`src/include/egr_tqu_defines.svh`:
```
`ifndef EGR_TQU_DEFINES_SVH
`define EGR_TQU_DEFINES_SVH

// --------------------
// tag queuing sizes
// --------------------

// transmit queues per bank
`define EGR_N_DTQ 4

// packet buffer word width
`define EGR_WORD_W 64

// entries per queue, per bank
`define EGR_Q_DEPTH 8

// free entries below which stall rises
// covers the write strobe in flight plus the word being accepted
`define EGR_STALL_MARGIN 2

`endif
```
`src/hdl/egr_buf_pkg.sv`:
```
`include "egr_tqu_defines.svh"

// --------------------
// packet buffer types
// --------------------
package egr_buf_pkg;

    // bank address, queue number in the upper bits, pointer in the lower
    typedef logic [$clog2(`EGR_N_DTQ * `EGR_Q_DEPTH)-1:0] pkt_buf_addr_t;

    // head or tail pointer inside one queue
    typedef logic [$clog2(`EGR_Q_DEPTH)-1:0] q_ptr_t;

    // occupancy, needs one bit more than the pointer to hold a full queue
    typedef logic [$clog2(`EGR_Q_DEPTH):0] q_cnt_t;

endpackage : egr_buf_pkg

```
`src/hdl/egr_rrsp_pkg.sv`:
```
`include "egr_tqu_defines.svh"

// --------------------
// read response word types
// --------------------
package egr_rrsp_pkg;

    // word type carried with every read response word
    // control words go to the control bank, data words to the data bank
    typedef enum logic {
        WORD_TYPE_CTRL = 1'b0,
        WORD_TYPE_DATA = 1'b1
    } word_type_e;

    // one packet buffer word
    typedef logic [`EGR_WORD_W-1:0] data_word_t;

    // destination transmit queue select
    typedef logic [$clog2(`EGR_N_DTQ)-1:0] dtq_sel_t;

endpackage : egr_rrsp_pkg

```
`src/hdl/tqu_mem_bank.sv`:
```
`timescale 1ns/1ps
`include "egr_tqu_defines.svh"

module tqu_mem_bank (
    input  logic                       clk,
    // write port
    input  logic                       wr_en,
    input  egr_buf_pkg::pkt_buf_addr_t wr_addr,
    input  egr_rrsp_pkg::data_word_t   wr_word,
    // read port
    input  logic                       rd_en,
    input  egr_buf_pkg::pkt_buf_addr_t rd_addr,
    output egr_rrsp_pkg::data_word_t   rd_word
);
    import egr_rrsp_pkg::*;

    // all queues of one bank share this array
    localparam int N_ENTRIES = `EGR_N_DTQ * `EGR_Q_DEPTH;

    data_word_t mem [N_ENTRIES];

    // --------------------
    // write side
    // --------------------
    always_ff @(posedge clk) begin
        if (wr_en) begin
            mem[wr_addr] <= wr_word;
        end
    end

    // --------------------
    // read side
    // --------------------
    // registered read, word shows one cycle after rd_en
    // holds last word while idle
    always_ff @(posedge clk) begin
        if (rd_en) begin
            rd_word <= mem[rd_addr];
        end
    end

endmodule : tqu_mem_bank

```
`config.mk`:
```
export PLATFORM = sky130hd
export DESIGN_NAME = tqu_mem_bank
export DESIGN_NICKNAME = d
export VERILOG_FILES = /design/src/hdl/egr_buf_pkg.sv /design/src/hdl/egr_rrsp_pkg.sv /design/src/hdl/tqu_mem_bank.sv
export VERILOG_INCLUDE_DIRS = /design/src /design/src/include
export SDC_FILE = /design/constraint.sdc
export NUM_CORES = 2
export LEC_CHECK = 0
export BUFFER_PORTS_ARGS = -buffer_cell sky130_fd_sc_hd__buf_2
export CORE_UTILIZATION = 49
export DETAILED_ROUTE_END_ITERATION = 6
export SYNTH_ARGS = -nofsm -noshare
export SYNTH_HDL_FRONTEND = slang
export SYNTH_SLANG_ARGS = --single-unit
```
`constraint.sdc`:
```
create_clock -name clk -period 11.95 [get_ports clk]
set_input_delay 2.39 -clock clk [delete_from_list [all_inputs] [get_ports clk]]
set_output_delay 2.39 -clock clk [all_outputs]
set_load 0.02 [all_outputs]
```
# Yosys cells after proc, flatten, opt, wreduce, memory -nomap -nowiden
# Memories as Yosys holds them, arrays and structs flattened. A register that Yosys moved wholly into a read port is not among the register bits.
# Index checks and enable logic that the tools add are counted.
# W data, S select, Z words.
[totals]
regBits = 0
mem_bits_rw = 2048
in_bits = 77
word_cells = 3
mem_count = 1
[mem_list]
columns = ["name", "depth", "width", "rd", "rd_clocked_by_memory_dff", "wr", "line_no", "source"]
rows = [
  ["mem", 32, 64, 1, 1, 1, "tqu_mem_bank.sv:20", "data_word_t mem [N_ENTRIES];"],
]
[op_classes]
n_mux = 2
[op_table]
columns = ["operator", "n"]
rows = [
  ["$mux W1", 2],
]

# Depth between registers and ports, before layout
[depth]
ltp_word = 2
depth_mapped = 9
depth_no_buf = 4

# Worst setup path before layout
# OpenSTA, ideal clock, no wires.
[synth_timing]
kind = "in2reg"
start = "in wr_addr[1]"
end = "mem mem[12][0] (netlist bit), enable pin"
setup_time_ns = 0.486
arrival_ns = 5.726
path_slack_ns = 5.738
cell_stages = 3
path_cell_list = "or3b_2 > clkbuf_1 > nor2_1"
[synth_rtl]
columns = ["item", "line_no", "source"]
rows = [
  ["start: declaration", "tqu_mem_bank.sv:8", "input egr_buf_pkg::pkt_buf_addr_t wr_addr,"],
  ["end: declaration", "tqu_mem_bank.sv:20", ""],
]
# Straight into the memory's write port.

==> summary.txt <==
Power and ir drop
  • P_leak: 27.9 nW
  • Peak VDD IR: 148 uV
  • PD cells: 171 nW/um^2

Setup path
  • RR Endpoint: rd_word[26]
  • Setup slack, reg-to-reg: 9.96 ns
  • Crit Path Class: in2reg
  • Largest fanout on the critical path: 81
  • Worst-path cell chain: buf_8, buf_4, buf_4, mux4_2, mux4_2, mux2_2
  • Critical Path Source Type: primary input
  • Worst r2r src: mem[18][26]
  • Critical path's slowest cell: buf_4
  • R2R cell count: 3
  • Crit path from: rd_addr[0]
  • Crit end category: flop
  • CP max stage delay: 0.84 ns
  • WP data arrival: 5.95 ns
  • Critical Path RT: 12.52 ns

Cells and area
  • Design area: 89800 sq um
  • Area delta synth->final: 12.9%
  • Proportion of layout cells with a drive suffix above 1: 0.347
  • FILL cells: 11700
  • Final #Nets: 3456

Yosys
  • Post-synthesis xor/xnor area fraction: 0
  • Area leader, netlist: edfxtp_1
  • Post-synthesis cell area: 79600 sq um
  • Seq/Total Area, Yosys: 0.797
  • Largest family of logic cells by synthesized area: multiplexers
  • Top cells by area, synth: edfxtp_1, mux4_2, mux2_2
  • Synth Area in Compound Gates: 0.00462
  • Synth Area in Simple Gates: 0.00376
  • YS warnings: 0
  • Async SR Flop Fraction: 0
  • Post-synth EDFFs: 2112
  • Cells after Synth: 3097
  • Syn_nets: 3174
  • Ys flop type: edfxtp_1
  • Yosys top cell area share: 0.797
  • Adder-cell share of the synthesized area: 0
  • Multiplexer share of the synthesized area: 0.186
  • Synth Register Bits: 2112
  • Post-Syn Area per Cell: 25.7 sq um
  • Synth cell types: 30

Routing
  • Drt first pass iters: 5
  • Wire per inst: 34.3 microns
  • ANT nets after route: 0
  • Vias: 35500
  • DRT Wirelength: 196000 microns
  • Vias per cell: 6.20
  • DRC viols: 0
  • DRT iter0 DRCs: 4587

Clocking
  • Cts hold-fix bufs: 0
  • CTS Buf Count: 207
  • Clock slew at reported path FFs: 0.06 ns
  • Worst-Skew Late Latency: 0.82 ns
  • # resized after CTS: 0
  • Root Buffer: clkbuf_16
  • Buffer depth of the longest clock path: 3
  • CTS tree: built
  • CTS sink count: 2112
  • Post-CTS setup buffers: 0
  • H-tree depth: 4

Run status
  • Status: complete, no violations

Hold path
  • Hold path cells: 3
  • Hold path startpoint: mem[4][0]
  • WHS Endpoint: rd_word[0]
  • HP Class: reg2reg

Die
  • Initial Util: 0.495
  • Core ar.: 161000 sq um
  • Row Count: 147
  • I/O pin count: 141
  • Die ar.: 164000 sq um
  • Die span in y: 405 microns
  • Die Wd: 405 microns

STA
  • Maximum clock rate: 186 MHz
  • Slew Limit Fails: 0
  • Minimum clock period: 5.38 ns
  • Clk_skew: 0.0199 ns
  • Setup ws final: 6.57 ns
  • Tcrit/Tclk final: 0.450
  • Slew margin rel.: 0.229
  • Worst slew pin tran: 1.16 ns
  • Setup TNS Final: 0 ns
  • Setup violations, final: 0
  • Final hold violation count: 0
  • RSZ-0062 raised after global routing: false

Placed design
  • Port Buffers: 140
  • Final HPWL from detailed placement: 97300 microns
  • DP Area: 83300 sq um
  • GPL Wtd Cong: 0.748
  • Place WS: 5.51 ns

Flow run
  • Max-cap violations: 0

GRT
  • Number of global-route vias before repair: 37000
  • Global-route wire length before repair: 277000 microns
  • Congestion Overflow GR: 0
  • Largest net degree at the start of global routing: 123
  • Initial antenna violation count: 18
  • Tot GR Track Use: 0.245
[routing by layer]
metal	vias to the layer above	track usage	share of wire
met5	-	0	0.00052
met4	14	0.0592	0.022
met3	303	0.0536	0.082
met2	1549	0.386	0.49
met1	19400	0.351	0.41
li1	14200	-	-
[Yosys cell counts (all sizes together), types with 5 or more instances]
cell type,n
edfxtp,2112
mux4,602
buf,101
mux2,74
clkbuf,55
nor2,41
mux2i,38
a221oi,12
o22ai,10
o21ai,9
nand3b,5
[state kept, by name, summed over array words and instances, names as in the netlist]
signal,flops
mem,2048
rd_word,64
[worst max-delay path, delay by kind of cell]
family,cells,cell delay (ns)
buf+inv,3,2.12
mux,3,1.36
[worst max path at each step]
stage | to | depth (start not counted) | slack, ns
after floorplan | mem[12][0] | 3 | 5.74
after global placement | rd_word[18] | 6 | 5.55
after detailed placement | rd_word[23] | 6 | 5.51
after CTS | rd_word[18] | 6 | 6.42
after global routing | rd_word[11] | 6 | 6.20
final | rd_word[11] | 6 | 6.57
[final cells by class]
class | instances | area [sq um] | area share
multi-input cells | 828 | 15700 | 0.175
clock buffers | 252 | 5430 | 0.0605
flip-flops and latches | 2112 | 63400 | 0.706
clock inverters | 134 | 1120 | 0.0125
well taps | 2160 | 2700 | 0.0301
inverters | 1 | 3.75 | 0.0000418
repair buffers | 229 | 1460 | 0.0163
diodes | 5 | 12.5 | 0.000139
[through the flow]
stage / power [mW] / hold slack (ns) / instances / utilization
detailed placement: 9.19 / 0.861 / 5330 / 0.517
finish: 15.3 / 0.882 / 5721 / 0.558
global route: 15.8 / 0.957 / 5716 / 0.558
floorplan: 8.89 / 0.798 / 3097 / -
global placement: 9.16 / 0.832 / 5330 / 0.517
CTS: 15.5 / 0.882 / 5716 / 0.558
[power breakdown]
group | total, mW | internal, mW | switching, mW
sequential | 8.30 | 8.27 | 0.0334
combinational | 0.714 | 0.298 | 0.416
clock | 6.32 | 3.58 | 2.74
[cell usage in the layout, fill, tap and decap left out, types with 3 or more instances in the layout]
master / netlist / layout
nor2_1: 41 / 9
o211ai_1: 3 / 3
and2_1: 3 / 3
clkinv_1: 0 / 51
nand3b_1: 5 / 5
nor2_4: 0 / 32
bufinv_16: 0 / 16
edfxtp_1: 2112 / 2112
nand2_1: 3 / 3
mux2_2: 74 / 74
a22oi_1: 3 / 3
clkbuf_16: 0 / 211
o22ai_1: 10 / 10
inv_6: 0 / 6
clkbuf_1: 55 / 41
clkinv_2: 0 / 47
inv_16: 0 / 3
buf_4: 14 / 86
diode_2: 0 / 5
buf_12: 0 / 4
a211oi_1: 3 / 3
mux2i_1: 38 / 38
o2bb2ai_1: 3 / 3
o221ai_1: 3 / 3
buf_8: 0 / 3
clkinvlp_4: 0 / 9
nor2b_1: 4 / 4
mux4_2: 602 / 602
o21ai_0: 9 / 9
a221oi_1: 12 / 12
buf_2: 65 / 134
o31a_1: 3 / 3
[kinds of logic (layout without fill, tap and decap cells)]
kind of cell,Yosys count,count (layout)
flops,2112,2112
buf+inv,157,616
compound gates,50,50
simple gates,64,64
mux,714,714
other cells,0,5
Power figures use the tool's default switching activity.
