--- src/include/egr_tqu_defines.svh ---
`ifndef EGR_TQU_DEFINES_SVH
`define EGR_TQU_DEFINES_SVH

// --------------------
// tag queuing sizes
// --------------------

// transmit queues per bank
`define EGR_N_DTQ 4

// packet buffer word width
`define EGR_WORD_W 64

// entries per queue, per bank
`define EGR_Q_DEPTH 8

// free entries below which stall rises
// covers the write strobe in flight plus the word being accepted
`define EGR_STALL_MARGIN 2

`endif
--- src/hdl/egr_buf_pkg.sv ---
`include "egr_tqu_defines.svh"

// --------------------
// packet buffer types
// --------------------
package egr_buf_pkg;

    // bank address, queue number in the upper bits, pointer in the lower
    typedef logic [$clog2(`EGR_N_DTQ * `EGR_Q_DEPTH)-1:0] pkt_buf_addr_t;

    // head or tail pointer inside one queue
    typedef logic [$clog2(`EGR_Q_DEPTH)-1:0] q_ptr_t;

    // occupancy, needs one bit more than the pointer to hold a full queue
    typedef logic [$clog2(`EGR_Q_DEPTH):0] q_cnt_t;

endpackage : egr_buf_pkg

--- src/hdl/egr_rrsp_pkg.sv ---
`include "egr_tqu_defines.svh"

// --------------------
// read response word types
// --------------------
package egr_rrsp_pkg;

    // word type carried with every read response word
    // control words go to the control bank, data words to the data bank
    typedef enum logic {
        WORD_TYPE_CTRL = 1'b0,
        WORD_TYPE_DATA = 1'b1
    } word_type_e;

    // one packet buffer word
    typedef logic [`EGR_WORD_W-1:0] data_word_t;

    // destination transmit queue select
    typedef logic [$clog2(`EGR_N_DTQ)-1:0] dtq_sel_t;

endpackage : egr_rrsp_pkg

--- src/hdl/tqu.sv ---
`timescale 1ns/1ps
`include "egr_tqu_defines.svh"

module tqu (
    input  logic                       clk,
    input  logic                       rst_n,
    // read response side
    input  logic                       rrsp_wd_valid,
    input  egr_rrsp_pkg::data_word_t   rrsp_wd,
    input  egr_rrsp_pkg::word_type_e   rrsp_wd_type,
    input  egr_rrsp_pkg::dtq_sel_t     rrsp_dtq,
    output logic                       rrsp_wd_stall,
    // pull side
    input  logic                       ctrl_pull,
    input  egr_rrsp_pkg::dtq_sel_t     ctrl_sel,
    input  logic                       data_pull,
    input  egr_rrsp_pkg::dtq_sel_t     data_sel,
    output logic [`EGR_N_DTQ-1:0]      ctrl_ready,
    output logic [`EGR_N_DTQ-1:0]      data_ready,
    output egr_rrsp_pkg::data_word_t   ctrl_word,
    output egr_rrsp_pkg::data_word_t   data_word,
    output logic                       ctrl_word_valid,
    output logic                       data_word_valid,
    // control bank
    output egr_buf_pkg::pkt_buf_addr_t pkt_buf_ctrl_wr_addr,
    output egr_buf_pkg::pkt_buf_addr_t pkt_buf_ctrl_rd_addr,
    output logic                       pkt_buf_ctrl_rd_en,
    output logic                       pkt_buf_ctrl_wr_en,
    output egr_rrsp_pkg::data_word_t   pkt_buf_ctrl_word_out,
    input  egr_rrsp_pkg::data_word_t   pkt_buf_ctrl_word_in,
    // data bank
    output egr_buf_pkg::pkt_buf_addr_t pkt_buf_data_wr_addr,
    output egr_buf_pkg::pkt_buf_addr_t pkt_buf_data_rd_addr,
    output logic                       pkt_buf_data_rd_en,
    output logic                       pkt_buf_data_wr_en,
    output egr_rrsp_pkg::data_word_t   pkt_buf_data_word_out,
    input  egr_rrsp_pkg::data_word_t   pkt_buf_data_word_in
);
    import egr_rrsp_pkg::*;

    logic       ctrl_wr;
    logic       data_wr;
    dtq_sel_t   wr_dtq;
    data_word_t wr_word;

    // --------------------
    // receive
    // --------------------
    tqu_rrsp_rcv u_rrsp_rcv (
        .clk           (clk),
        .rst_n         (rst_n),
        .rrsp_wd_valid (rrsp_wd_valid),
        .rrsp_wd       (rrsp_wd),
        .rrsp_wd_type  (rrsp_wd_type),
        .rrsp_dtq      (rrsp_dtq),
        .rrsp_wd_stall (rrsp_wd_stall),
        .ctrl_wr       (ctrl_wr),
        .data_wr       (data_wr),
        .wr_dtq        (wr_dtq),
        .wr_word       (wr_word)
    );

    // --------------------
    // queue bookkeeping
    // --------------------
    tqu_queue_ctrl u_queue_ctrl (
        .clk             (clk),
        .rst_n           (rst_n),
        .ctrl_wr         (ctrl_wr),
        .data_wr         (data_wr),
        .wr_dtq          (wr_dtq),
        .ctrl_pull       (ctrl_pull),
        .data_pull       (data_pull),
        .ctrl_sel        (ctrl_sel),
        .data_sel        (data_sel),
        .ctrl_ready      (ctrl_ready),
        .data_ready      (data_ready),
        .ctrl_wr_addr    (pkt_buf_ctrl_wr_addr),
        .data_wr_addr    (pkt_buf_data_wr_addr),
        .ctrl_rd_addr    (pkt_buf_ctrl_rd_addr),
        .data_rd_addr    (pkt_buf_data_rd_addr),
        .ctrl_rd_en      (pkt_buf_ctrl_rd_en),
        .data_rd_en      (pkt_buf_data_rd_en),
        .ctrl_word_valid (ctrl_word_valid),
        .data_word_valid (data_word_valid),
        .rrsp_wd_stall   (rrsp_wd_stall)
    );

    // one held word feeds both banks, strobe picks the bank
    assign pkt_buf_ctrl_wr_en    = ctrl_wr;
    assign pkt_buf_data_wr_en    = data_wr;
    assign pkt_buf_ctrl_word_out = wr_word;
    assign pkt_buf_data_word_out = wr_word;

    // registered bank reads come back as pulled words
    assign ctrl_word = pkt_buf_ctrl_word_in;
    assign data_word = pkt_buf_data_word_in;

endmodule : tqu

--- src/hdl/tqu_queue_ctrl.sv ---
`timescale 1ns/1ps
`include "egr_tqu_defines.svh"

module tqu_queue_ctrl (
    input  logic                       clk,
    input  logic                       rst_n,
    // write strobes from the receiver
    input  logic                       ctrl_wr,
    input  logic                       data_wr,
    input  egr_rrsp_pkg::dtq_sel_t     wr_dtq,
    // pull side
    input  logic                       ctrl_pull,
    input  logic                       data_pull,
    input  egr_rrsp_pkg::dtq_sel_t     ctrl_sel,
    input  egr_rrsp_pkg::dtq_sel_t     data_sel,
    output logic [`EGR_N_DTQ-1:0]      ctrl_ready,
    output logic [`EGR_N_DTQ-1:0]      data_ready,
    // bank addressing
    output egr_buf_pkg::pkt_buf_addr_t ctrl_wr_addr,
    output egr_buf_pkg::pkt_buf_addr_t data_wr_addr,
    output egr_buf_pkg::pkt_buf_addr_t ctrl_rd_addr,
    output egr_buf_pkg::pkt_buf_addr_t data_rd_addr,
    output logic                       ctrl_rd_en,
    output logic                       data_rd_en,
    output logic                       ctrl_word_valid,
    output logic                       data_word_valid,
    // back-pressure toward the read response source
    output logic                       rrsp_wd_stall
);
    import egr_rrsp_pkg::*;
    import egr_buf_pkg::*;

    // bank 0 is control, bank 1 is data
    localparam int N_BANKS = 2;

    // per bank views of the ports
    logic                  wr_b       [N_BANKS];
    logic                  pull_b     [N_BANKS];
    dtq_sel_t              sel_b      [N_BANKS];
    logic [`EGR_N_DTQ-1:0] ready_b    [N_BANKS];
    logic [`EGR_N_DTQ-1:0] low_b      [N_BANKS];
    pkt_buf_addr_t         wr_addr_b  [N_BANKS];
    pkt_buf_addr_t         rd_addr_b  [N_BANKS];
    q_ptr_t                head_q     [N_BANKS][`EGR_N_DTQ];
    q_ptr_t                tail_q     [N_BANKS][`EGR_N_DTQ];

    assign wr_b[0]   = ctrl_wr;
    assign wr_b[1]   = data_wr;
    assign pull_b[0] = ctrl_pull;
    assign pull_b[1] = data_pull;
    assign sel_b[0]  = ctrl_sel;
    assign sel_b[1]  = data_sel;

    // --------------------
    // per queue state
    // --------------------
    for (genvar b = 0; b < N_BANKS; b++) begin : g_bank
        for (genvar q = 0; q < `EGR_N_DTQ; q++) begin : g_q
            q_ptr_t head;
            q_ptr_t tail;
            q_cnt_t cnt;
            logic   q_wr;
            logic   q_pull;

            assign q_wr   = wr_b[b] && (wr_dtq == dtq_sel_t'(q));
            assign q_pull = pull_b[b] && (sel_b[b] == dtq_sel_t'(q));

            // write and pull on same queue both land, count nets out
            always_ff @(posedge clk or negedge rst_n) begin
                if (!rst_n) begin
                    head <= '0;
                    tail <= '0;
                    cnt  <= '0;
                end else begin
                    if (q_wr) begin
                        tail <= q_ptr_t'(tail + 1'b1);
                    end
                    if (q_pull) begin
                        head <= q_ptr_t'(head + 1'b1);
                    end
                    cnt <= q_cnt_t'(cnt + q_cnt_t'(q_wr) - q_cnt_t'(q_pull));
                end
            end

            assign head_q[b][q] = head;
            assign tail_q[b][q] = tail;

            // ready straight from the count
            assign ready_b[b][q] = (cnt != '0);

            // free entries after the strobe now in flight
            assign low_b[b][q] = (int'(`EGR_Q_DEPTH) - int'(cnt) - int'(q_wr))
                                 < `EGR_STALL_MARGIN;

            // stall must keep every queue within its depth
            a_cnt_bound : assert property (
                @(posedge clk) disable iff (!rst_n)
                cnt <= q_cnt_t'(`EGR_Q_DEPTH)
            );
        end

        // --------------------
        // addressing
        // --------------------
        // queue number times depth plus pointer, depth is a power of two
        assign wr_addr_b[b] = {wr_dtq, tail_q[b][wr_dtq]};
        assign rd_addr_b[b] = {sel_b[b], head_q[b][sel_b[b]]};

        // transmit controller only pulls ready queues
        a_pull_ready : assert property (
            @(posedge clk) disable iff (!rst_n)
            pull_b[b] |-> ready_b[b][sel_b[b]]
        );
    end

    assign ctrl_ready   = ready_b[0];
    assign data_ready   = ready_b[1];
    assign ctrl_wr_addr = wr_addr_b[0];
    assign data_wr_addr = wr_addr_b[1];
    assign ctrl_rd_addr = rd_addr_b[0];
    assign data_rd_addr = rd_addr_b[1];

    // read enable in the pull cycle itself
    assign ctrl_rd_en = ctrl_pull;
    assign data_rd_en = data_pull;

    // --------------------
    // valids and stall
    // --------------------
    // valid lines up with the bank's registered read word
    always_ff @(posedge clk or negedge rst_n) begin
        if (!rst_n) begin
            ctrl_word_valid <= 1'b0;
            data_word_valid <= 1'b0;
            rrsp_wd_stall   <= 1'b0;
        end else begin
            ctrl_word_valid <= ctrl_pull;
            data_word_valid <= data_pull;
            // any short queue in either bank holds the source
            rrsp_wd_stall   <= (|low_b[0]) || (|low_b[1]);
        end
    end

endmodule : tqu_queue_ctrl

--- src/hdl/tqu_rrsp_rcv.sv ---
`timescale 1ns/1ps

module tqu_rrsp_rcv (
    input  logic                     clk,
    input  logic                     rst_n,
    // read response side
    input  logic                     rrsp_wd_valid,
    input  egr_rrsp_pkg::data_word_t rrsp_wd,
    input  egr_rrsp_pkg::word_type_e rrsp_wd_type,
    input  egr_rrsp_pkg::dtq_sel_t   rrsp_dtq,
    // registered stall from queue controller
    input  logic                     rrsp_wd_stall,
    // write strobes toward the banks
    output logic                     ctrl_wr,
    output logic                     data_wr,
    output egr_rrsp_pkg::dtq_sel_t   wr_dtq,
    output egr_rrsp_pkg::data_word_t wr_word
);
    import egr_rrsp_pkg::*;

    logic accept;
    logic is_ctrl;
    logic is_data;

    // --------------------
    // acceptance and decode
    // --------------------

    // word taken on an edge with valid high and stall low
    assign accept = rrsp_wd_valid && !rrsp_wd_stall;

    // steer by word type
    assign is_ctrl = accept && (rrsp_wd_type == WORD_TYPE_CTRL);
    assign is_data = accept && (rrsp_wd_type == WORD_TYPE_DATA);

    // --------------------
    // write strobes
    // --------------------

    // one cycle pulse per accepted word
    // at most one of the two is high
    always_ff @(posedge clk or negedge rst_n) begin
        if (!rst_n) begin
            ctrl_wr <= 1'b0;
            data_wr <= 1'b0;
        end else begin
            ctrl_wr <= is_ctrl;
            data_wr <= is_data;
        end
    end

    // --------------------
    // hold registers
    // --------------------

    // word and queue only move on acceptance
    // otherwise they keep the last accepted word
    always_ff @(posedge clk) begin
        if (accept) begin
            wr_word <= rrsp_wd;
            wr_dtq  <= rrsp_dtq;
        end
    end

    // --------------------
    // checks
    // --------------------

    // source must present a known type with every valid word,
    // else the word would land in neither bank and be lost
    a_type_known : assert property (
        @(posedge clk) disable iff (!rst_n)
        rrsp_wd_valid |-> !$isunknown(rrsp_wd_type)
    );

endmodule : tqu_rrsp_rcv

--- config.mk ---
export PLATFORM = sky130hd
export DESIGN_NAME = tqu
export DESIGN_NICKNAME = d
export VERILOG_FILES = /design/src/hdl/egr_buf_pkg.sv /design/src/hdl/egr_rrsp_pkg.sv /design/src/hdl/tqu.sv /design/src/hdl/tqu_queue_ctrl.sv /design/src/hdl/tqu_rrsp_rcv.sv
export VERILOG_INCLUDE_DIRS = /design/src /design/src/include
export SDC_FILE = /design/constraint.sdc
export NUM_CORES = 1
export LEC_CHECK = 0
export ABC_AREA = 1
export BUFFER_PORTS_ARGS = -buffer_cell sky130_fd_sc_hd__buf_2
export CAP_MARGIN = 20
export CORE_AREA = 5 5 189 191
export DETAILED_ROUTE_END_ITERATION = 7
export DIE_AREA = 0 0 194 196
export HOLD_SLACK_MARGIN = 0.08
export SLEW_MARGIN = 20
export SYNTH_ARGS = -nofsm -noshare
export SYNTH_HDL_FRONTEND = slang
export SYNTH_SLANG_ARGS = --single-unit
--- constraint.sdc ---
create_clock -name clk -period 4.5 [get_ports clk]
set_input_delay 0.675 -clock clk [delete_from_list [all_inputs] [get_ports clk]]
set_output_delay 0.675 -clock clk [all_outputs]
set_load 0.05 [all_outputs]
== Word-level counts from Yosys, hierarchy flattened ==
Index checks and enable logic that the tools add are counted.
Operators by class
  add/subtract/negate cells: 48
  $lt $le $gt $ge: 11
  eq/ne operators: 9
  multiplexer cells: 12
  bitwise operators: 4
  reductions and logical operators: 34
Operator list (number)
  32-bit by 3-bit less-than comparator with 1-bit output, second input constant: 8
  32-bit by 2-bit subtractor with 32-bit output: 8
  3-bit by 1-bit adder with 3-bit output, second input constant: 16
  4-bit by 4-bit subtractor with 5-bit output, first input constant: 8
  4-bit by 1-bit adder with 4-bit output: 8
  4-bit nonzero test: 8
  4-bit by 1-bit subtractor with 4-bit output: 8
  3-bit binary-select mux with 2-bit select: 4
  3-bit two-way mux: 8
  1-bit logical AND: 19
  2-bit == test, second input constant: 6
  3-bit >= comparator, second input constant: 3
  2-bit inverter with 3-bit output: 3
  4-bit OR reduction: 2
  2-bit by 1-bit == test with 1-bit output, second input constant: 3
  2-bit zero test: 3
  1-bit zero test: 1
  1-bit logical OR: 1
  1-bit inverter: 1
Word-level totals
  bits in registers: 151
  output and inout port bits: 291
  logic and storage cells: 149

== Depth between registers and ports, before layout ==
Gate-level depths: netlist of the first run.
  depth in word-level cells: 6
  depth in mapped cells: 20

== By module ==
From an unflattened synthesis of the first run, not the netlist that was laid out.
Unflattened totals
  cell total of the unflattened synthesis: 934
  area, all modules: 9341.5 um^2
Modules (own cells, without submodules)
  tqu_queue_ctrl: times used 1, cells each 668, area an instance 5843.1 um^2, seq. area each 2077.0 um^2
  tqu_rrsp_rcv: times used 1, cells each 74, area an instance 2057.0 um^2, seq. area each 2031.9 um^2
  tqu: times used 1, cells each 192, area an instance 1441.4 um^2, seq. area each 0.0 um^2

== Worst setup path before layout of the first run ==
Ideal clock, no wire load.
  path kind: input port to flip-flop
  start: input port rrsp_wd_valid
  end: register u_rrsp_rcv.wr_dtq[0] (enable)
  arrival: 3.501 ns
  slack: 0.507 ns
  cell stages on the path: 2
  cells stage by stage: inv_1 > nor2_1
Between the ends
  word-level cells in the longest chain between the ends: 1
Ends and longest elaborated chain
  from (decl): RTL line tqu.sv:8  | input logic rrsp_wd_valid,
  1-bit logical AND: RTL line tqu_rrsp_rcv.sv:30  | assign accept = rrsp_wd_valid && !rrsp_wd_stall;
  via u_rrsp_rcv.accept: RTL line tqu_rrsp_rcv.sv:21  | logic accept;
  to (signal assigned): RTL line tqu_rrsp_rcv.sv:61  | wr_dtq <= rrsp_dtq;
  to (decl): RTL line tqu_rrsp_rcv.sv:16  | output egr_rrsp_pkg::dtq_sel_t wr_dtq,
The timed path passes the listed nets, and every way through them passes these cells.
A chain may end at the register's enable or synchronous reset.

== Worst setup path after layout of the first run ==
  start: register u_rrsp_rcv.wr_dtq[1]
  end: register u_queue_ctrl.rrsp_wd_stall
Between the ends
  word-level cells in the longest chain between the ends: 6
  elaborated cells on any way between the ends: 31
Ends and longest elaborated chain
  2-bit by 1-bit == test with 1-bit output, or another cell as far along: RTL line tqu_queue_ctrl.sv:65  | assign q_wr = wr_b[b] && (wr_dtq == dtq_sel_t'(q));
  1-bit logical AND: RTL line tqu_queue_ctrl.sv:65
  32-bit by 2-bit subtractor with 32-bit output: RTL line tqu_queue_ctrl.sv:92  | assign low_b[b][q] = (int'(`EGR_Q_DEPTH) - int'(cnt) - int'(q_wr))
  32-bit by 3-bit less-than comparator with 1-bit output (no line)
  4-bit OR reduction: RTL line tqu_queue_ctrl.sv:140  | rrsp_wd_stall <= (|low_b[0]) || (|low_b[1]);
  1-bit logical OR *: RTL line tqu_queue_ctrl.sv:140
  to (signal assigned): RTL line tqu_queue_ctrl.sv:140
  to (decl): RTL line tqu_queue_ctrl.sv:28  | output logic rrsp_wd_stall
Every way passes the cells marked *; elsewhere a longest branch is shown, timed or not.

==> results of run 1 <==
-- area by class of cell --
type | count | area, um^2
Fill cell | 3508 | 22500
Multi-Input combinational cell | 620 | 4330
Sequential cell | 151 | 4110
Timing Repair Buffer | 240 | 1210
Inverter | 165 | 619
Tap cell | 455 | 569
Clock buffer | 19 | 433
Clock inverter | 13 | 146
Antenna cell | 1 | 2.50
-- stage by stage --
stage,power (mW),setup WS [ns],instances,utilization [%],hold slack [ns]
floorplan,4.57,0.507,1136,-,0.379
global placement,4.84,1.86,1631,31.9,0.461
detailed placement,4.95,1.81,1631,31.9,0.465
CTS,6.41,1.80,1663,33.6,0.366
global route,6.96,1.52,1663,33.6,0.369
finish,6.32,1.85,1664,33.6,0.331
-- metal layers --
layer  wire (um)  up-vias  track usage (%)  part of all wire, %
met3        2020       65             4.98                  7.9
li1            -     3539                -                    -
met2       11500      229             20.4                   45
met5           0        -                0                    0
met1       11000     3385             16.0                   43
met4         883        0             5.91                  3.5
-- path summary, 6_finish.rpt --
check / start / end / slack [ns] / cells past startpoint
min reg2reg: u_queue_ctrl.g_bank[1].g_q[1].head[2]$_DFFE_PN0P_ / u_queue_ctrl.g_bank[1].g_q[1].head[2]$_DFFE_PN0P_ / 0.47 / 1
min in group clk: ctrl_pull / u_queue_ctrl.ctrl_word_valid$_DFF_PN0_ / 0.39 / 1
max in group asynchronous: rst_n / u_queue_ctrl.g_bank[0].g_q[0].cnt[1]$_DFF_PN0_ / 3.33 / 2
max: u_rrsp_rcv.wr_dtq[1]$_DFFE_PP_ / u_queue_ctrl.rrsp_wd_stall$_DFF_PN0_ / 1.85 / 15
min: rst_n / u_queue_ctrl.g_bank[0].g_q[2].cnt[3]$_DFF_PN0_ / 0.33 / 1
max reg2reg: u_rrsp_rcv.wr_dtq[1]$_DFFE_PP_ / u_queue_ctrl.rrsp_wd_stall$_DFF_PN0_ / 1.85 / 15
-- cells by family (layout without fill, tap and decap cells) --
group / after synthesis / in the layout / share of synthesized area (%)
buffers and inverters: 365 / 437 / 20.1
DFF: 151 / 151 / 38.9
adders and majority gates: 144 / 144 / 17.6
AOI/OAI and AO/OA: 41 / 41 / 2.41
muxes: 7 / 7 / 0.747
other: 0 / 1 / 0
xor gates and xnor gates: 52 / 52 / 4.32
and+or+nand+nor: 376 / 376 / 15.8
-- Yosys cell counts, drive strengths merged (8+ instances only) --
cell type and number:
ha 136, o21ai 9, fa 8, nand2 186, nand4 10, inv 165, dfrtp 85, edfxtp 66
xor2 33, a21oi 13, buf 200, xnor2 19, nand3 76, a22oi 15, nor2 99
-- registers in the layout (all words and copies together) (netlist names) --
| name | cells |
|---|---|
| u_rrsp_rcv.wr_word | 64 |
| u_rrsp_rcv.wr_dtq | 2 |
| u_queue_ctrl.data_word_valid | 1 |
| u_queue_ctrl.g_bank.g_q.cnt | 32 |
| u_queue_ctrl.ctrl_word_valid | 1 |
| u_rrsp_rcv.data_wr | 1 |
| u_rrsp_rcv.ctrl_wr | 1 |
| u_queue_ctrl.g_bank.g_q.tail | 24 |
| u_queue_ctrl.g_bank.g_q.head | 24 |
| u_queue_ctrl.rrsp_wd_stall | 1 |
-- power by group through the flow --
stage                     sequential (mW)  clock, mW  combinational (mW)
after CTS                            1.99       1.46                2.96
after floorplan                      2.00          0                2.57
final                                1.98       1.42                2.91
after global placement               2.00          0                2.84
after detailed placement             2.01          0                2.94
after global routing                 2.03       1.53                3.40
==> metrics.txt, run 1 <==
outcome=completed; Cells after Synth=1136; critical path's top delay family=simple AND/OR/NAND/NOR gates; post-layout min period=2.65 ns; 1st-iter DRT viols=327; core area=between 0.03 and 0.04 mm^2; post-CTS sizing=0; pwr/cell area=553 mW/mm^2; Yosys top cell by area=dfrtp_1; fin. max-slew vios=0; required time worst endpoint=4.86 ns; DRC Markers=0; max frequency=378 MHz; first-pass GRT wire length=just under 40000 um; clk slew on worst S/H paths=0.07 ns; die height=196 um; Layout area overhead=8.21%; Hold Vio Cnt, Final=0; HPWL after DPL=around 21000 um; post-route ant nets=0; Critical Path Fanout Max=7; Async SR Flop Fraction=56.3%; skew final=0.00838 ns; main area contributors after synthesis=dfrtp_1 (20%), edfxtp_1 (19%), ha_1 (16%), buf_4 (14%), nand2_1 (6.4%); Critical path buffers and inverters=1; post-synthesis sequential element count=151; Ys Warns=0; post-route cell area=0.0114 mm^2; Worst Max-Slew Pin Slew=0.891 ns; Clock Sinks=151; CTS tree=done; syn avg cell area=~9.3 um^2; Worst path slowest cell=edfxtp_1; Rel. slew slack=roughly 41%; Arrival @ worst endpoint=3.01 ns; sequential area share after synthesis=roughly 39%; drt total wl=25400 um; total grt overflow=0; Sw Pwr=about 2.7 mW; Num CTS Buffers=17; commonest non-fill, non-tap cell in the layout=buf_2; Worst VDD drop=~0.00029 V; Clock Tree Buf Depth=2; clock latency at the later pin of the worst-skew pair=~0.42 ns; Power Internal=roughly 3.6 mW; number of buffers added on ports=238; commonest non-fill, non-tap cells in the layout=buf_2 (237), nand2_1 (179), inv_1 (162), ha_1 (136), nor2_1 (86); RD Place Congestion=around 0.87; crit-path max cell delay=approximately 0.58 ns; hold crit path type=primary input to async pin; Max Cap Viol=0; total track usage=a little over an eighth; setup tns final=0 ns; initial antenna violation count=2; logic gate share of total power=46.1%; CP Cell Sequence=inv_1 -> nand3_1 -> nor2_1 -> ha_1 -> nand3_1 -> ha_1 -> nor2_1 -> nand2_1 -> nor2_1 -> nand2_1 -> nor2_1 -> nand3_1 -> nand4_1 -> nor2_1 -> nand2_1; placed cell areas=around 0.011 mm^2; nets=between 1500 and 2000; part of the power in registers=about a third; Via Count=a little over 7000; layout cells sized above 1=24.8%; DR pass1 iterations=4; Die Footprint=around 0.038 mm^2; Starting Density=between 30 and 40%; Rows=between 60 and 70; critical path launch point type=flop; Mapped Nets=1484; vias per inst=about 4.3; top-area cell type share of the netlist area=20.2%; final worst-path cycle share=approximately three fifths; vias in the first global route=between 7000 and 8000; RSZ-0062 raised after global routing=no; Hold Buf Count CTS=0; CP Class=flop to flop; Synth cell types=29; CTS root buf=clkbuf_16; final setup fails=0; P_leak=5.71 nW; Post-CTS Setup Bufs=0; Clock power frac=22.5%; Post-synth EDFFs=66; most common flop cell mapped by yosys=dfrtp_1; H-tree depth=4; Die Wd=a little under 200 um; Post-Synthesis Cell Area=approximately 0.011 mm^2; largest net degree at the start of global routing=between 60 and 70; WL per Instance=~15 um; crit path capture type=flop; io pins=495; switching share of power=between 40% and 50%; most frequent CP cell=nor2_1
(Power assumes the default switching activity.)
==> run 2, diff against run 1 <==
--- a/config.mk
+++ b/config.mk
@@ -9,9 +9,9 @@
 export ABC_AREA = 1
 export BUFFER_PORTS_ARGS = -buffer_cell sky130_fd_sc_hd__buf_2
 export CAP_MARGIN = 20
-export CORE_AREA = 5 5 189 191
+export CORE_AREA = 5 5 188 190
 export DETAILED_ROUTE_END_ITERATION = 7
-export DIE_AREA = 0 0 194 196
+export DIE_AREA = 0 0 193 195
 export HOLD_SLACK_MARGIN = 0.08
 export SLEW_MARGIN = 20
 export SYNTH_ARGS = -nofsm -noshare
==> constraint.sdc (replaced) <==
create_clock -name clk -period 2.4 [get_ports clk]
set_input_delay 0.36 -clock clk [delete_from_list [all_inputs] [get_ports clk]]
set_output_delay 0.36 -clock clk [all_outputs]
set_load 0.05 [all_outputs]
==> metrics.txt, run 2 (synthesis results as in run 1) <==
R2R depth=17 (+2); commonest non-fill, non-tap cell in the layout=buf_2; Critical Path Fanout Max=5 (-2); skew final=0.00797 ns (-0.000407 ns); CTS root buf=clkbuf_16; largest net degree at the start of global routing=45 (-33%); post-layout power=12.3 mW (+94%); Die Footprint=0.0376 mm^2 (-1.0%); final setup fails=0 (unchanged); required time worst endpoint=2.76 ns (-2.10 ns); flop2flop setup slack=0.04 ns (-1.81 ns); Via Count=7379 (+2.2%); commonest non-fill, non-tap cells in the layout=buf_2 (237), nand2_1 (177), inv_1 (153), ha_1 (126), dfrtp_1 (84); Clock Tree Buf Depth=2 (unchanged); DR pass1 iterations=4 (unchanged); hold crit path type=primary input to flop; number of buffers added on ports=238 (unchanged); DRC Markers=0 (unchanged); Arrival @ worst endpoint=2.72 ns (-0.29 ns); vias in the first global route=7342 (+3.4%); post-route ant nets=0 (unchanged); worst slack at placement=-0.0684 ns (-1.88 ns); Worst VDD drop=0.000572 V (+100%); Inserted Diodes=0 (-1); Layout area overhead=13.5%; nets=1594 (+3.3%); hold_sp=rrsp_wd[35]; fin. max-slew vios=0 (unchanged); Largest regs=u_rrsp_rcv.wr_word (64), u_queue_ctrl.g_bank.g_q.cnt (32); Rows=67 (-1.5%); total track usage=14.4% (+1.4 points); setup tns final=0 ns (unchanged); hold path depth=1; H-tree depth=4 (unchanged); Rel. slew slack=55.7% (+15 points); Critical R2R Launch=u_rrsp_rcv.wr_dtq[0]$_DFFE_PP_; Max Cap Viol=0 (unchanged); Worst Max-Slew Pin Slew=0.663 ns (-0.228 ns); outcome=completed; HPWL after DPL=22700 um (+9.2%); setup ws final=0.0427 ns (-1.81 ns); layout cells sized above 1=30.2% (+5.3 points); Starting Density=31.7% (+0.62 points); Hold Vio Cnt, Final=0 (unchanged); total grt overflow=0 (unchanged); CP Class=flop to flop; WL per Instance=16.1 um (+5.3%); P_leak=5.97 nW (+4.5%); RSZ-0062 raised after global routing=yes; initial antenna violation count=3 (+1); hold path endpoint=u_rrsp_rcv.wr_word[35]$_DFFE_PP_; post-layout min period=2.36 ns (-0.289 ns); Clock Sinks=151 (unchanged); RD Place Congestion=0.843 (-3.4%); pwr/cell area=1020 mW/mm^2 (+85%); CTS tree=done; vias per inst=4.32 (-0.34%); Die Wd=193 um (-0.52%); final worst-path cycle share=98.2% (+39 points); io pins=495 (unchanged); die height=195 um (-0.51%); critical path launch point type=flop; max reg flops=64 (unchanged); final core utilization=36.0% (+2.3 points); clock latency at the later pin of the worst-skew pair=0.43 ns (about the same); core area=0.0333 mm^2 (-2.0%); Num CTS Buffers=17 (unchanged); crit path capture type=flop; 1st-iter DRT viols=337 (+3.1%); reg-to-reg endpoint=u_queue_ctrl.rrsp_wd_stall$_DFF_PN0_; Reg with most FFs=u_rrsp_rcv.wr_word; clk slew on worst S/H paths=0.06 ns (about the same); drt total wl=27400 um (+8.1%); max frequency=424 MHz (+12%); first-pass GRT wire length=41100 um (+6.3%)
-- run 2: changes by cell type in the layout (fill, tap and decap cells not counted), moves of 2 or more --
cell / before / now
buf_4: 3 / 45
ha_1: 136 / 126
inv_1: 162 / 153
inv_2: 3 / 12
ha_2: 0 / 7
buf_12: 0 / 6
nand3_1: 75 / 70
nand3_2: 1 / 6
nor2_4: 9 / 13
dlygate4sd3_1: 0 / 3
ha_4: 0 / 3
nor2_1: 86 / 83
nand2_1: 179 / 177
-- run 2: report_power, final --
| part | internal [mW] | switching (mW) | total (mW) |
|---|---|---|---|
| registers | 3.29 | 0.403 | 3.70 |
| logic | 2.28 | 3.73 | 6.01 |
| clock network | 1.44 | 1.12 | 2.56 |
-- run 2: final cells by class --
type                    instances  area (um^2)
repair buffers                291         1670
fillers                      3369        21300
clock inverters                13          123
well taps                     448          561
flip-flops and latches        151         4110
clock buffers                  19          433
multi-input cells             620         4450
inverters                     165          619
-- run 2: per-stage QoR --
step                      hold slack, ns  instances  cell area, um^2
after detailed placement           0.408       1668            11200
after floorplan                   0.0644       1136            10600
after global placement             0.408       1668            11200
after CTS                         0.0828       1704            11800
after global routing              0.0817       1707            12000
final                              0.102       1707            12000
-- run 2: how the worst max path moves through the flow --
stage / to / startpoint
final: u_queue_ctrl.rrsp_wd_stall$_DFF_PN0_ / u_rrsp_rcv.wr_dtq[0]$_DFFE_PP_
after floorplan: u_queue_ctrl.rrsp_wd_stall$_DFF_PN0_ / u_rrsp_rcv.wr_dtq[1]$_DFFE_PP_
after global routing: u_queue_ctrl.rrsp_wd_stall$_DFF_PN0_ / u_rrsp_rcv.wr_dtq[0]$_DFFE_PP_
after CTS: u_queue_ctrl.rrsp_wd_stall$_DFF_PN0_ / u_queue_ctrl.g_bank[0].g_q[3].cnt[1]$_DFF_PN0_
after detailed placement: u_queue_ctrl.rrsp_wd_stall$_DFF_PN0_ / u_queue_ctrl.g_bank[0].g_q[1].cnt[1]$_DFF_PN0_
after global placement: u_queue_ctrl.rrsp_wd_stall$_DFF_PN0_ / u_queue_ctrl.g_bank[0].g_q[1].cnt[1]$_DFF_PN0_
-- run 2: routing by layer --
layer	track usage, %	part of all wire (%)	wire length [um]	vias to the layer above
met5	2.39	0.46	126	-
met4	6.53	4.4	1220	2
met3	5.45	9.4	2590	68
met2	21.9	44	12000	222
met1	18.1	42	11500	3440
li1	-	-	-	3647
-- run 2: repair_timing --
| item | CTS | global route |
|---|---|---|
| endpoints found under the setup margin | 1 | 1 |
| pin swaps | 1 | 5 |
| endpoints found under the hold margin | 43 | 0 |
| hold buffers | 3 | 0 |
| buffers inserted | 1 | 3 |
| gates resized for setup | 4 | 35 |
-- run 2: critical path, cell delays in order (launching register included) --
cell,delay [ns]
edfxtp_1,0.51
inv_2,0.15
nand2_4,0.09
nor2_4,0.17
nand2_4,0.08
inv_2,0.07
ha_4,0.13
nand3_1,0.09
ha_1,0.29
nor2_1,0.11
nand3_1,0.07
nor2_1,0.12
nand2_1,0.06
nor2_1,0.08
nand3_1,0.09
nand3_2,0.08
nor2_1,0.04
nand2_1,0.05
